--- src/hw/lsp_macros.svh ---
// lsp macros: widths, depths and writeback latency of the load-store pipeline
`ifndef LSP_MACROS_SVH
`define LSP_MACROS_SVH

// data and instruction word width
`define LSP_WORD_W 16

// architectural registers
`define LSP_REG_COUNT 16

// data memory words
`define LSP_MEM_DEPTH 256

// edges from issue to register file write
`define LSP_WB_LATENCY 3

`endif

--- src/hw/lsp_pkg.sv ---
// lsp package: shared word, index, address, opcode and alu types
`include "lsp_macros.svh"

package lsp_pkg;

    typedef logic [`LSP_WORD_W-1:0] word_t;

    typedef logic [$clog2(`LSP_REG_COUNT)-1:0] reg_idx_t;

    typedef logic [$clog2(`LSP_MEM_DEPTH)-1:0] mem_addr_t;

    // codes 10 to 15 are unnamed and behave as nop
    typedef enum logic [3:0] {
        OP_NOP  = 4'd0,
        OP_ADD  = 4'd1,
        OP_SUB  = 4'd2,
        OP_AND  = 4'd3,
        OP_OR   = 4'd4,
        OP_XOR  = 4'd5,
        OP_LI   = 4'd6,
        OP_ADDI = 4'd7,
        OP_LW   = 4'd8,
        OP_SW   = 4'd9
    } opcode_t;

    typedef enum logic [2:0] {
        ALU_PASS_B = 3'd0,
        ALU_ADD    = 3'd1,
        ALU_SUB    = 3'd2,
        ALU_AND    = 3'd3,
        ALU_OR     = 3'd4,
        ALU_XOR    = 3'd5
    } alu_op_t;

endpackage

--- src/hw/execute_stage.sv ---
// execute stage: execute register, alu and execute/memory register
`timescale 1ns/100ps

module execute_stage (
    input  logic              clock,
    input  logic              rst_n,
    input  logic              accept,
    input  logic              use_imm,
    input  logic              dest_we,
    input  logic              is_load,
    input  logic              is_store,
    input  lsp_pkg::alu_op_t  alu_op,
    input  lsp_pkg::reg_idx_t rd,
    input  lsp_pkg::word_t    opa,
    input  lsp_pkg::word_t    opb,
    input  lsp_pkg::word_t    imm,
    input  lsp_pkg::word_t    store_data,
    output logic              mem_valid_we,
    output logic              mem_load,
    output logic              mem_store,
    output lsp_pkg::reg_idx_t mem_rd,
    output lsp_pkg::word_t    mem_result,
    output lsp_pkg::word_t    mem_store_data
);
    import lsp_pkg::*;

    logic     ex_dest_we;
    logic     ex_load;
    logic     ex_store;
    logic     ex_use_imm;
    alu_op_t  ex_alu_op;
    reg_idx_t ex_rd;
    word_t    ex_opa;
    word_t    ex_opb;
    word_t    ex_imm;
    word_t    ex_store_data;
    word_t    alu_b;
    word_t    alu_out;

    // control flags, a stall leaves a bubble
    always_ff @(posedge clock) begin
        if (!rst_n) begin
            ex_dest_we <= 1'b0;
            ex_load    <= 1'b0;
            ex_store   <= 1'b0;
        end else begin
            ex_dest_we <= accept && dest_we;
            ex_load    <= accept && is_load;
            ex_store   <= accept && is_store;
        end
    end

    // operands only matter when the flags say so
    always_ff @(posedge clock) begin
        if (accept) begin
            ex_use_imm    <= use_imm;
            ex_alu_op     <= alu_op;
            ex_rd         <= rd;
            ex_opa        <= opa;
            ex_opb        <= opb;
            ex_imm        <= imm;
            ex_store_data <= store_data;
        end
    end

    assign alu_b = ex_use_imm ? ex_imm : ex_opb;

    // all ops wrap at the word width
    always_comb begin
        case (ex_alu_op)
            ALU_ADD: alu_out = ex_opa + alu_b;
            ALU_SUB: alu_out = ex_opa - alu_b;
            ALU_AND: alu_out = ex_opa & alu_b;
            ALU_OR:  alu_out = ex_opa | alu_b;
            ALU_XOR: alu_out = ex_opa ^ alu_b;
            default: alu_out = alu_b;
        endcase
    end

    always_ff @(posedge clock) begin
        if (!rst_n) begin
            mem_valid_we <= 1'b0;
            mem_load     <= 1'b0;
            mem_store    <= 1'b0;
        end else begin
            mem_valid_we <= ex_dest_we;
            mem_load     <= ex_load;
            mem_store    <= ex_store;
        end
    end

    always_ff @(posedge clock) begin
        mem_rd         <= ex_rd;
        mem_result     <= alu_out;
        mem_store_data <= ex_store_data;
    end

endmodule

--- src/hw/hazard_timers.sv ---
// hazard timers: per-register countdown of pending writes, flags raw hazards
`timescale 1ns/100ps
`include "lsp_macros.svh"

module hazard_timers (
    input  logic              clock,
    input  logic              rst_n,
    input  logic              accept,
    input  logic              dest_we,
    input  lsp_pkg::reg_idx_t rd,
    input  lsp_pkg::reg_idx_t rs,
    input  lsp_pkg::reg_idx_t rt,
    input  logic              rs_used,
    input  logic              rt_used,
    input  logic              rd_used,
    output logic              hazard
);

    localparam int TIMER_W = $clog2(`LSP_WB_LATENCY + 1);

    logic [TIMER_W-1:0] timer [`LSP_REG_COUNT];

    // a fresh write reloads the full latency, others drain toward zero
    always_ff @(posedge clock) begin
        if (!rst_n) begin
            for (int i = 0; i < `LSP_REG_COUNT; i++) begin
                timer[i] <= '0;
            end
        end else begin
            for (int i = 0; i < `LSP_REG_COUNT; i++) begin
                if (accept && dest_we && (int'(rd) == i)) begin
                    timer[i] <= TIMER_W'(`LSP_WB_LATENCY);
                end else if (timer[i] != '0) begin
                    timer[i] <= timer[i] - 1'b1;
                end
            end
        end
    end

    // rd counts as a source only for stores
    assign hazard = (rs_used && (timer[rs] != '0))
                 || (rt_used && (timer[rt] != '0))
                 || (rd_used && (timer[rd] != '0));

endmodule

--- src/hw/issue_control.sv ---
// issue control: memory clear sweep, run mode and instruction decode
`timescale 1ns/100ps
`include "lsp_macros.svh"

module issue_control (
    input  logic              clock,
    input  logic              rst_n,
    input  logic              issue_valid,
    input  lsp_pkg::word_t    issue_instr,
    input  logic              hazard,
    output logic              ready,
    output logic              accept,
    output lsp_pkg::alu_op_t  alu_op,
    output logic              use_imm,
    output lsp_pkg::word_t    imm,
    output logic              dest_we,
    output lsp_pkg::reg_idx_t rd,
    output lsp_pkg::reg_idx_t rs,
    output lsp_pkg::reg_idx_t rt,
    output logic              rs_used,
    output logic              rt_used,
    output logic              rd_used,
    output logic              is_load,
    output logic              is_store,
    output logic              clear_en,
    output lsp_pkg::mem_addr_t clear_addr
);
    import lsp_pkg::*;

    typedef enum logic {ST_CLEAR, ST_RUN} state_t;

    state_t  state;
    opcode_t opcode;
    word_t   imm4_sext;
    word_t   imm8_zext;

    // sweep one data word per cycle, then run
    always_ff @(posedge clock) begin
        if (!rst_n) begin
            state      <= ST_CLEAR;
            clear_addr <= '0;
        end else if (state == ST_CLEAR) begin
            clear_addr <= clear_addr + 1'b1;
            if (clear_addr == mem_addr_t'(`LSP_MEM_DEPTH - 1)) begin
                state <= ST_RUN;
            end
        end
    end

    assign clear_en = (state == ST_CLEAR);
    assign ready    = (state == ST_RUN) && !hazard;
    assign accept   = ready && issue_valid;

    // instruction fields
    assign opcode    = opcode_t'(issue_instr[15:12]);
    assign rd        = issue_instr[11:8];
    assign rs        = issue_instr[7:4];
    assign rt        = issue_instr[3:0];
    assign imm4_sext = {{(`LSP_WORD_W - 4){issue_instr[3]}}, issue_instr[3:0]};
    assign imm8_zext = word_t'(issue_instr[7:0]);

    always_comb begin
        alu_op   = ALU_PASS_B;
        use_imm  = 1'b0;
        imm      = imm4_sext;
        dest_we  = 1'b0;
        rs_used  = 1'b0;
        rt_used  = 1'b0;
        rd_used  = 1'b0;
        is_load  = 1'b0;
        is_store = 1'b0;
        case (opcode)
            OP_ADD, OP_SUB, OP_AND, OP_OR, OP_XOR: begin
                dest_we = 1'b1;
                rs_used = 1'b1;
                rt_used = 1'b1;
                case (opcode)
                    OP_ADD:  alu_op = ALU_ADD;
                    OP_SUB:  alu_op = ALU_SUB;
                    OP_AND:  alu_op = ALU_AND;
                    OP_OR:   alu_op = ALU_OR;
                    default: alu_op = ALU_XOR;
                endcase
            end
            OP_LI: begin
                dest_we = 1'b1;
                use_imm = 1'b1;
                imm     = imm8_zext;
            end
            OP_ADDI, OP_LW: begin
                alu_op  = ALU_ADD;
                dest_we = 1'b1;
                use_imm = 1'b1;
                rs_used = 1'b1;
                is_load = (opcode == OP_LW);
            end
            OP_SW: begin
                // address from rs plus imm4, data from rd
                alu_op   = ALU_ADD;
                use_imm  = 1'b1;
                rs_used  = 1'b1;
                rd_used  = 1'b1;
                is_store = 1'b1;
            end
            default: begin
                // nop and unused codes
            end
        endcase
    end

endmodule

--- src/hw/lsp_core.sv ---
// lsp core: four-stage load-store pipeline top level
`timescale 1ns/100ps

module lsp_core (
    input  logic               clock,
    input  logic               rst_n,
    input  logic               issue_valid,
    input  lsp_pkg::word_t     issue_instr,
    output logic               ready,
    output logic               wb_valid,
    output lsp_pkg::reg_idx_t  wb_rd,
    output lsp_pkg::word_t     wb_data,
    output logic               st_valid,
    output lsp_pkg::mem_addr_t st_addr,
    output lsp_pkg::word_t     st_data
);
    import lsp_pkg::*;

    // decode outputs
    logic      hazard;
    logic      accept;
    alu_op_t   alu_op;
    logic      use_imm;
    word_t     imm;
    logic      dest_we;
    reg_idx_t  rd;
    reg_idx_t  rs;
    reg_idx_t  rt;
    logic      rs_used;
    logic      rt_used;
    logic      rd_used;
    logic      is_load;
    logic      is_store;
    logic      clear_en;
    mem_addr_t clear_addr;

    // register operands
    word_t     opa;
    word_t     opb;
    word_t     store_data;

    // execute/memory register
    logic      mem_valid_we;
    logic      mem_load;
    logic      mem_store;
    reg_idx_t  mem_rd;
    word_t     mem_result;
    word_t     mem_store_data;

    issue_control i_issue_control (
        .clock       (clock),
        .rst_n       (rst_n),
        .issue_valid (issue_valid),
        .issue_instr (issue_instr),
        .hazard      (hazard),
        .ready       (ready),
        .accept      (accept),
        .alu_op      (alu_op),
        .use_imm     (use_imm),
        .imm         (imm),
        .dest_we     (dest_we),
        .rd          (rd),
        .rs          (rs),
        .rt          (rt),
        .rs_used     (rs_used),
        .rt_used     (rt_used),
        .rd_used     (rd_used),
        .is_load     (is_load),
        .is_store    (is_store),
        .clear_en    (clear_en),
        .clear_addr  (clear_addr)
    );

    hazard_timers i_hazard_timers (
        .clock   (clock),
        .rst_n   (rst_n),
        .accept  (accept),
        .dest_we (dest_we),
        .rd      (rd),
        .rs      (rs),
        .rt      (rt),
        .rs_used (rs_used),
        .rt_used (rt_used),
        .rd_used (rd_used),
        .hazard  (hazard)
    );

    // writeback register drives the write port
    reg_file i_reg_file (
        .clock   (clock),
        .rst_n   (rst_n),
        .we      (wb_valid),
        .waddr   (wb_rd),
        .wdata   (wb_data),
        .raddr_a (rs),
        .raddr_b (rt),
        .raddr_c (rd),
        .rdata_a (opa),
        .rdata_b (opb),
        .rdata_c (store_data)
    );

    execute_stage i_execute_stage (
        .clock          (clock),
        .rst_n          (rst_n),
        .accept         (accept),
        .use_imm        (use_imm),
        .dest_we        (dest_we),
        .is_load        (is_load),
        .is_store       (is_store),
        .alu_op         (alu_op),
        .rd             (rd),
        .opa            (opa),
        .opb            (opb),
        .imm            (imm),
        .store_data     (store_data),
        .mem_valid_we   (mem_valid_we),
        .mem_load       (mem_load),
        .mem_store      (mem_store),
        .mem_rd         (mem_rd),
        .mem_result     (mem_result),
        .mem_store_data (mem_store_data)
    );

    memory_stage i_memory_stage (
        .clock          (clock),
        .rst_n          (rst_n),
        .clear_en       (clear_en),
        .clear_addr     (clear_addr),
        .mem_valid_we   (mem_valid_we),
        .mem_load       (mem_load),
        .mem_store      (mem_store),
        .mem_rd         (mem_rd),
        .mem_result     (mem_result),
        .mem_store_data (mem_store_data),
        .wb_valid       (wb_valid),
        .wb_rd          (wb_rd),
        .wb_data        (wb_data),
        .st_valid       (st_valid),
        .st_addr        (st_addr),
        .st_data        (st_data)
    );

endmodule

--- src/hw/memory_stage.sv ---
// memory stage: data memory with clear sweep, stores, loads and writeback register
`timescale 1ns/100ps
`include "lsp_macros.svh"

module memory_stage (
    input  logic               clock,
    input  logic               rst_n,
    input  logic               clear_en,
    input  lsp_pkg::mem_addr_t clear_addr,
    input  logic               mem_valid_we,
    input  logic               mem_load,
    input  logic               mem_store,
    input  lsp_pkg::reg_idx_t  mem_rd,
    input  lsp_pkg::word_t     mem_result,
    input  lsp_pkg::word_t     mem_store_data,
    output logic               wb_valid,
    output lsp_pkg::reg_idx_t  wb_rd,
    output lsp_pkg::word_t     wb_data,
    output logic               st_valid,
    output lsp_pkg::mem_addr_t st_addr,
    output lsp_pkg::word_t     st_data
);
    import lsp_pkg::*;

    word_t     data_mem [`LSP_MEM_DEPTH];
    mem_addr_t addr;
    word_t     load_data;

    // effective address wraps to the low bits
    assign addr      = mem_addr_t'(mem_result);
    assign load_data = data_mem[addr];

    // the sweep owns the array until run mode
    always_ff @(posedge clock) begin
        if (clear_en) begin
            data_mem[clear_addr] <= '0;
        end else if (mem_store) begin
            data_mem[addr] <= mem_store_data;
        end
    end

    assign st_valid = mem_store;
    assign st_addr  = addr;
    assign st_data  = mem_store_data;

    always_ff @(posedge clock) begin
        if (!rst_n) begin
            wb_valid <= 1'b0;
        end else begin
            wb_valid <= mem_valid_we;
        end
    end

    always_ff @(posedge clock) begin
        wb_rd   <= mem_rd;
        wb_data <= mem_load ? load_data : mem_result;
    end

endmodule

--- src/hw/reg_file.sv ---
// register file: sixteen words, three combinational reads, one write
`timescale 1ns/100ps
`include "lsp_macros.svh"

module reg_file (
    input  logic              clock,
    input  logic              rst_n,
    input  logic              we,
    input  lsp_pkg::reg_idx_t waddr,
    input  lsp_pkg::word_t    wdata,
    input  lsp_pkg::reg_idx_t raddr_a,
    input  lsp_pkg::reg_idx_t raddr_b,
    input  lsp_pkg::reg_idx_t raddr_c,
    output lsp_pkg::word_t    rdata_a,
    output lsp_pkg::word_t    rdata_b,
    output lsp_pkg::word_t    rdata_c
);
    import lsp_pkg::*;

    word_t regs [`LSP_REG_COUNT];

    always_ff @(posedge clock) begin
        if (!rst_n) begin
            for (int i = 0; i < `LSP_REG_COUNT; i++) begin
                regs[i] <= '0;
            end
        end else if (we) begin
            regs[waddr] <= wdata;
        end
    end

    // rs, rt and store data
    assign rdata_a = regs[raddr_a];
    assign rdata_b = regs[raddr_b];
    assign rdata_c = regs[raddr_c];

endmodule

--- config.mk ---
export PLATFORM = sky130hd
export DESIGN_NAME = lsp_core
export DESIGN_NICKNAME = d
export VERILOG_FILES = /design/src/hw/lsp_pkg.sv /design/src/hw/execute_stage.sv /design/src/hw/hazard_timers.sv /design/src/hw/issue_control.sv /design/src/hw/lsp_core.sv /design/src/hw/memory_stage.sv /design/src/hw/reg_file.sv
export VERILOG_INCLUDE_DIRS = /design/src /design/src/hw
export SDC_FILE = /design/constraint.sdc
export NUM_CORES = 2
export LEC_CHECK = 0
export BUFFER_PORTS_ARGS = -buffer_cell sky130_fd_sc_hd__buf_2
export CORE_MARGIN = 2
export CORE_UTILIZATION = 45
export CTS_BUF_LIST = sky130_fd_sc_hd__clkbuf_16
export CTS_CLUSTER_DIAMETER = 60
export DETAILED_ROUTE_END_ITERATION = 6
export SLEW_MARGIN = 30
export SYNTH_ARGS = -nofsm -noshare
export SYNTH_HDL_FRONTEND = slang
export SYNTH_MEMORY_MAX_BITS = 65536
export SYNTH_SLANG_ARGS = --single-unit
export TNS_END_PERCENT = 5
--- constraint.sdc ---
create_clock -name clock -period 7.5 [get_ports clock]
set_input_delay 1.125 -clock clock [delete_from_list [all_inputs] [get_ports clock]]
set_output_delay 1.125 -clock clock [all_outputs]
set_load 0.02 [all_outputs]
# [After elaboration in Yosys (flattened, before gate mapping)]
# Memories as Yosys holds them, arrays and structs flattened. A register that Yosys moved wholly into a read port is not among the register bits.
# Cells that the tools add are included.
[classes] n_addsub=19 eq_ne=30 n_mux=172 n_bitwise=35 reduce_logical=55
[op_table] cell="$mux W1" n=130
[op_table] cell="$pmux W16 S5" n=1
[op_table] cell="$mux W16" n=4
[op_table] cell="$mux W2" n=32
[op_table] cell="$eq A4 B4 Y1 const B" n=10
[op_table] cell="$reduce_bool A2 Y1" n=19
[op_table] cell="$eq A4 B3 Y1 const B" n=8
[op_table] cell="$or A1 B1 Y1" n=32
[op_table] cell="$reduce_or A16 Y1" n=2
[op_table] cell="$sub A2 B1 Y2 const B" n=16
[op_table] cell="$logic_and A1 B1 Y1" n=24
[op_table] cell="$add A16 B16 Y16" n=1
[op_table] cell="$and A16 B16 Y16" n=1
[op_table] cell="$eq A4 B2 Y1 const B" n=4
[op_table] cell="$mux W8" n=2
[op_table] cell="$or A16 B16 Y16" n=1
[op_table] cell="$reduce_or A8 Y1" n=2
[op_table] cell="$sub A16 B16 Y16" n=1
[op_table] cell="$xor A16 B16 Y16" n=1
[op_table] cell="$pmux W3 S4" n=1
[op_table] cell="$add A8 B1 Y8 const B" n=1
[op_table] cell="$eq A4 B1 Y1 const B" n=2
[op_table] cell="$eq A8 B8 Y1 const B" n=1
[op_table] cell="$eq A3 B2 Y1 const B" n=2
[op_table] cell="other kinds (11)" n=13
[totals] register_bits=89 ramBits=4384 in_bits=19 memories=3
[mem_list] memory="i_memory_stage.data_mem" depth=256 width=16 read_ports=1 rd_ports_with_merged_regs=1 wr=1 line_no="memory_stage.sv:25" source="word_t data_mem [`LSP_MEM_DEPTH];"
[mem_list] memory="i_reg_file.regs" depth=16 width=16 read_ports=3 rd_ports_with_merged_regs=3 wr=16 line_no="reg_file.sv:20" source="word_t regs [`LSP_REG_COUNT];"
[mem_list] memory="i_hazard_timers.timer" depth=16 width=2 read_ports=19 rd_ports_with_merged_regs=0 wr=16 line_no="hazard_timers.sv:21" source="logic [TIMER_W-1:0] timer [`LSP_REG_COUNT];"

# [Longest topological paths before layout]
[logic_depth] ltp_word=16 mapped_depth=18

# [Modules after synthesis]
# From an unflattened synthesis, not the netlist that was laid out.
[unflattened] hier_cells=9113 area_unflattened_um2=182720.2
[modules_own_cells] module="memory_stage" instances=1 cells_each=7318 area_per_inst_um2=158649.7 seq_area_each_um2=123418.4
[modules_own_cells] module="reg_file" instances=1 cells_each=996 area_per_inst_um2=15401.0 seq_area_each_um2=7687.4
[modules_own_cells] module="execute_stage" instances=1 cells_each=479 area_per_inst_um2=5550.3 seq_area_each_um2=3002.9
[modules_own_cells] module="hazard_timers" instances=1 cells_each=227 area_per_inst_um2=2344.7 seq_area_each_um2=960.9
[modules_own_cells] module="issue_control" instances=1 cells_each=93 area_per_inst_um2=774.5 seq_area_each_um2=180.2

# [Worst setup path after synthesis]
# OpenSTA, ideal clock, no wires.
[synth_path] kind="reg2reg" startpoint="reg i_issue_control.state" endpoint="mem i_memory_stage.data_mem[0][10] in the netlist's numbering, data pin" setup_ns=0.873 arrival_ns=4.372 t_required_ns=6.627 path_slack_ns=2.255 stages_incl_launch_ff=5 n_path_buf=3 synth_period_minus_slack_ns=5.245 path_cell_list="dfxtp_1 -> clkbuf_1 -> clkbuf_1 -> clkbuf_1 -> and3_1"
[synth_via] elab_chain_len=4
[synth_lines] element="start: declaration" line_no="issue_control.sv:32" source="state_t state;"
[synth_lines] element="start signal: assignment" line_no="issue_control.sv:40" source="state <= ST_CLEAR;"
[synth_lines] element="start signal: assignment" line_no="issue_control.sv:45" source="state <= ST_RUN;"
[synth_lines] element="$mux W1" line_no="memory_stage.sv:35" source="if (clear_en) begin"
[synth_lines] element="$mux W1 (implied by the code)" line_no="memory_stage.sv:38" source="data_mem[addr] <= mem_store_data;"
[synth_lines] element="$reduce_or A16 Y1 (no source line)"
[synth_lines] element="$mux W16 (no source line)"
[synth_lines] element="end: declaration" line_no="memory_stage.sv:25"
# No other way between the ends.

# [Final worst setup path]
[layout_path] startpoint="in issue_instr[8]" endpoint="out ready"
[layout_via] elab_chain_len=6
[layout_lines] element="start: declaration" line_no="lsp_core.sv:8" source="input lsp_pkg::word_t issue_instr,"
[layout_lines] element="$mem_v2 Z16 W2"
[layout_lines] element="$reduce_bool A2 Y1" line_no="hazard_timers.sv:43" source="|| (rd_used && (timer[rd] != '0));"
[layout_lines] element="$logic_and A1 B1 Y1" line_no="hazard_timers.sv:43"
[layout_lines] element="$logic_or A1 B1 Y1" line_no="hazard_timers.sv:43"
[layout_lines] element="$logic_not A1 Y1" line_no="issue_control.sv:51" source="assign ready = (state == ST_RUN) && !hazard;"
[layout_lines] element="$logic_and A1 B1 Y1" line_no="issue_control.sv:51"
[layout_lines] element="end: declaration" line_no="lsp_core.sv:9" source="output logic ready,"
# No other way between the ends.

==> impl_metrics.json <==
{
  "placedCellCount": 13700,
  "endpoint_kind": "output pin",
  "violations": "antenna violations, design-rule violations",
  "required_ns": 6.38,
  "relSlewSlack": 0.225,
  "vias_per_cell": 6.24,
  "final_cells": 14600,
  "layout.nets": 8989,
  "synth_warnings": 0,
  "cts_setup_buffers": 0,
  "tns_ns": 0,
  "numPortBuffers": 65,
  "setup_viol": 0,
  "io_pins": 66,
  "worst_ep_arrival_time_ns": 3.90,
  "synth_cell_types": 72,
  "synth_seq_area_share": 0.747,
  "grt_pass1_wl_um": 697000,
  "p_leak_nw": 58.3,
  "ctsHoldBuffers": 0,
  "grtUsageTotal": 0.241,
  "drc": 1,
  "cts_tree": "built",
  "avgRoutedWirePerCell_um": 33.9,
  "synth_most_common_cell": "edfxtp_1",
  "rows": 232,
  "antenna_found_initial": 27,
  "synth_top_cell_by_area": "edfxtp_1",
  "synth_area_um2": 181000,
  "core_um2": 400000,
  "design_area_um2": 205000,
  "die_y_um": 638,
  "drive_gt1_frac": 0.282,
  "grt_pass1_vias": 90600,
  "regToRegSetupSlack_ns": 2.54,
  "critical_path.slowest_cell": "a311oi_2",
  "dieWidth_um": 638,
  "tightestPinTransition_ns": 1.13,
  "final_antenna_net_count": 1,
  "start_util": 0.452,
  "startpoint_type": "input port",
  "max_freq_mhz": 199,
  "overflow": 0,
  "critPathMaxStageDelay_ns": 0.75,
  "worst-setup-path-type": "input port to output pin",
  "place_congestion": 0.849,
  "ys.flop_type": "edfxtp_1",
  "peakVddDrop_mv": 0.210,
  "drv_cap": 0,
  "syn_inst": 8499,
  "clk_path_buf_depth": 4,
  "critPathBufInv": 2,
  "power_density_nw_per_um2": 250,
  "grt_start_max_net_pins": 201,
  "hold_depth": 0,
  "rsz0062_at_grt": "no",
  "rr_worst_depth": 9,
  "syn_avg_cell_area_um2": 21.3,
  "status": "complete, but fails checks",
  "synth-seq-cells": 4521,
  "numCtsBuffers": 455,
  "yosys.area.top_type_share": 0.739,
  "clk_pin_slew_worst_paths_ns": 0.06,
  "async_flop_share": 0,
  "clock-sinks": 4521,
  "drt_first_pass_iters": 7,
  "area_growth_pct": 13.2,
  "crit_chain": "buf_4 > nand2b_1 > o22ai_1 > o311ai_0 > nand2_1 > a311oi_2 > buf_2",
  "final_max_slew_viol_count": 0,
  "totalPowerFinal_w": 0.0512,
  "first_iter_violations": 12200,
  "root_buffer": "clkbuf_16",
  "min_path_type": "register to register",
  "synth_nets": 8585,
  "drt_wl_total_um": 494000,
  "dp_hpwl_um": 292000,
  "cp_top_family": "compound AO/OA/AOI/OAI gates",
  "clock_skew_ns": 0.0642,
  "htree_levels": 5,
  "die-area_um2": 407000,
  "placed_area_um2": 190000,
  "clk_latency_ns": 1.02,
  "fillers": 30900,
  "synth_commonest_cells": "4,449 x edfxtp_1, 1,309 x mux4_2, 345 x nor2_1",
  "cts-resized-gates": 0,
  "fin_crit_ns": 5.02,
  "via_count": 91000,
  "cp.depth": 7,
  "synth_edf_count": 4449,
  "crit_fanout": 46,
  "synthTopCellsByArea": "edfxtp_1 74%, mux4_2 16%, mux2i_1 1.5%",
  "hold_viol": 0,
  "final_min_period_over_clock_period": 0.670
}
[state kept, by name (all words and copies together) (netlist names), 16 cells and up]
register and flops:
i_memory_stage.data_mem 4096, i_reg_file.regs 256, i_hazard_timers.timer 32, i_execute_stage.ex_opa 16, i_execute_stage.ex_opb 16, i_execute_stage.ex_store_data 16
i_execute_stage.mem_result 16, i_execute_stage.mem_store_data 16, i_memory_stage.wb_data 16
[placed cells by master (no fill, tap or decap), drive strengths merged, types with 46 or more instances in the layout]
cell and n:
dfxtp 72, inv 216, mux2i 276, ha 66, bufinv 46, nand2 215
clkbuf 465, o221ai 65, a221oi 49, o22ai 101, and2 278, edfxtp 4449
o21ai 101, a21oi 55, buf 482, clkinv 210, mux4 1309, nor2 345
[final timing paths]
kind	from	to
worst max register to register	i_execute_stage.mem_result[4]	i_memory_stage.wb_data[7]
worst min-delay path	i_execute_stage.mem_rd[0]	i_memory_stage.wb_rd[0]
worst min register to register	i_execute_stage.mem_rd[0]	i_memory_stage.wb_rd[0]
worst max-delay path	issue_instr[8]	ready
[kinds of logic after synthesis]
family                     synth area share
AOI/OAI and AO/OA                    0.0239
xor gates and xnor gates            0.00140
adders and majority gates           0.00468
buffers and inverters                0.0157
DFF                                   0.747
muxes                                 0.179
and+or+nand+nor                      0.0285
[worst reg2reg max path: cells and delay by family (launching register included)]
family,cells,cell delay (ns)
compound gates,5,1.79
flops,1,0.63
simple gates,2,1.06
buf+inv,2,1.38
[stage by stage]
step / hold WS, ns / utilization / setup WS (ns)
2_1_floorplan: 0.310 / - / 2.26
3_3_place_gp: 0.313 / 0.473 / 1.93
3_5_place_dp: 0.314 / 0.474 / 1.97
4_1_cts: 0.331 / 0.511 / 2.44
5_1_grt: 0.336 / 0.512 / 2.35
6_report: 0.328 / 0.512 / 2.48
[where the power goes]
group	switching [W]	leakage [nW]	total [W]	internal, W
Combinational	0.000573	15.6	0.00103	0.000452
Clock	0.00966	7.60	0.0225	0.0128
Sequential	0.000104	35.1	0.0277	0.0276
Total	0.0103	58.3	0.0512	0.0408
[final cells by class]
cell class                      instances  area [µm²]  share of cell area
Antenna cell                           22        55.1            0.000269
Clock inverter                        383        3110              0.0152
Tap cell                             5265        6590              0.0322
Clock buffer                          465       11600              0.0568
Inverter                               99         379             0.00185
Sequential cell                      4521      135000               0.660
Multi-Input combinational cell       3344       43700               0.214
Timing Repair Buffer                  482        4150              0.0203
[layer usage]
metal | part of all wire | vias to the layer above | track usage | wire length (µm)
met1 | 0.41 | 49400 | 0.352 | 203000
met5 | 0.000059 | - | 0 | 29
met4 | 0.033 | 6 | 0.0719 | 16100
met2 | 0.47 | 4348 | 0.372 | 231000
met3 | 0.089 | 712 | 0.0438 | 44000
li1 | - | 36500 | - | -
No activity file was read; power rests on OpenSTA's default activity.
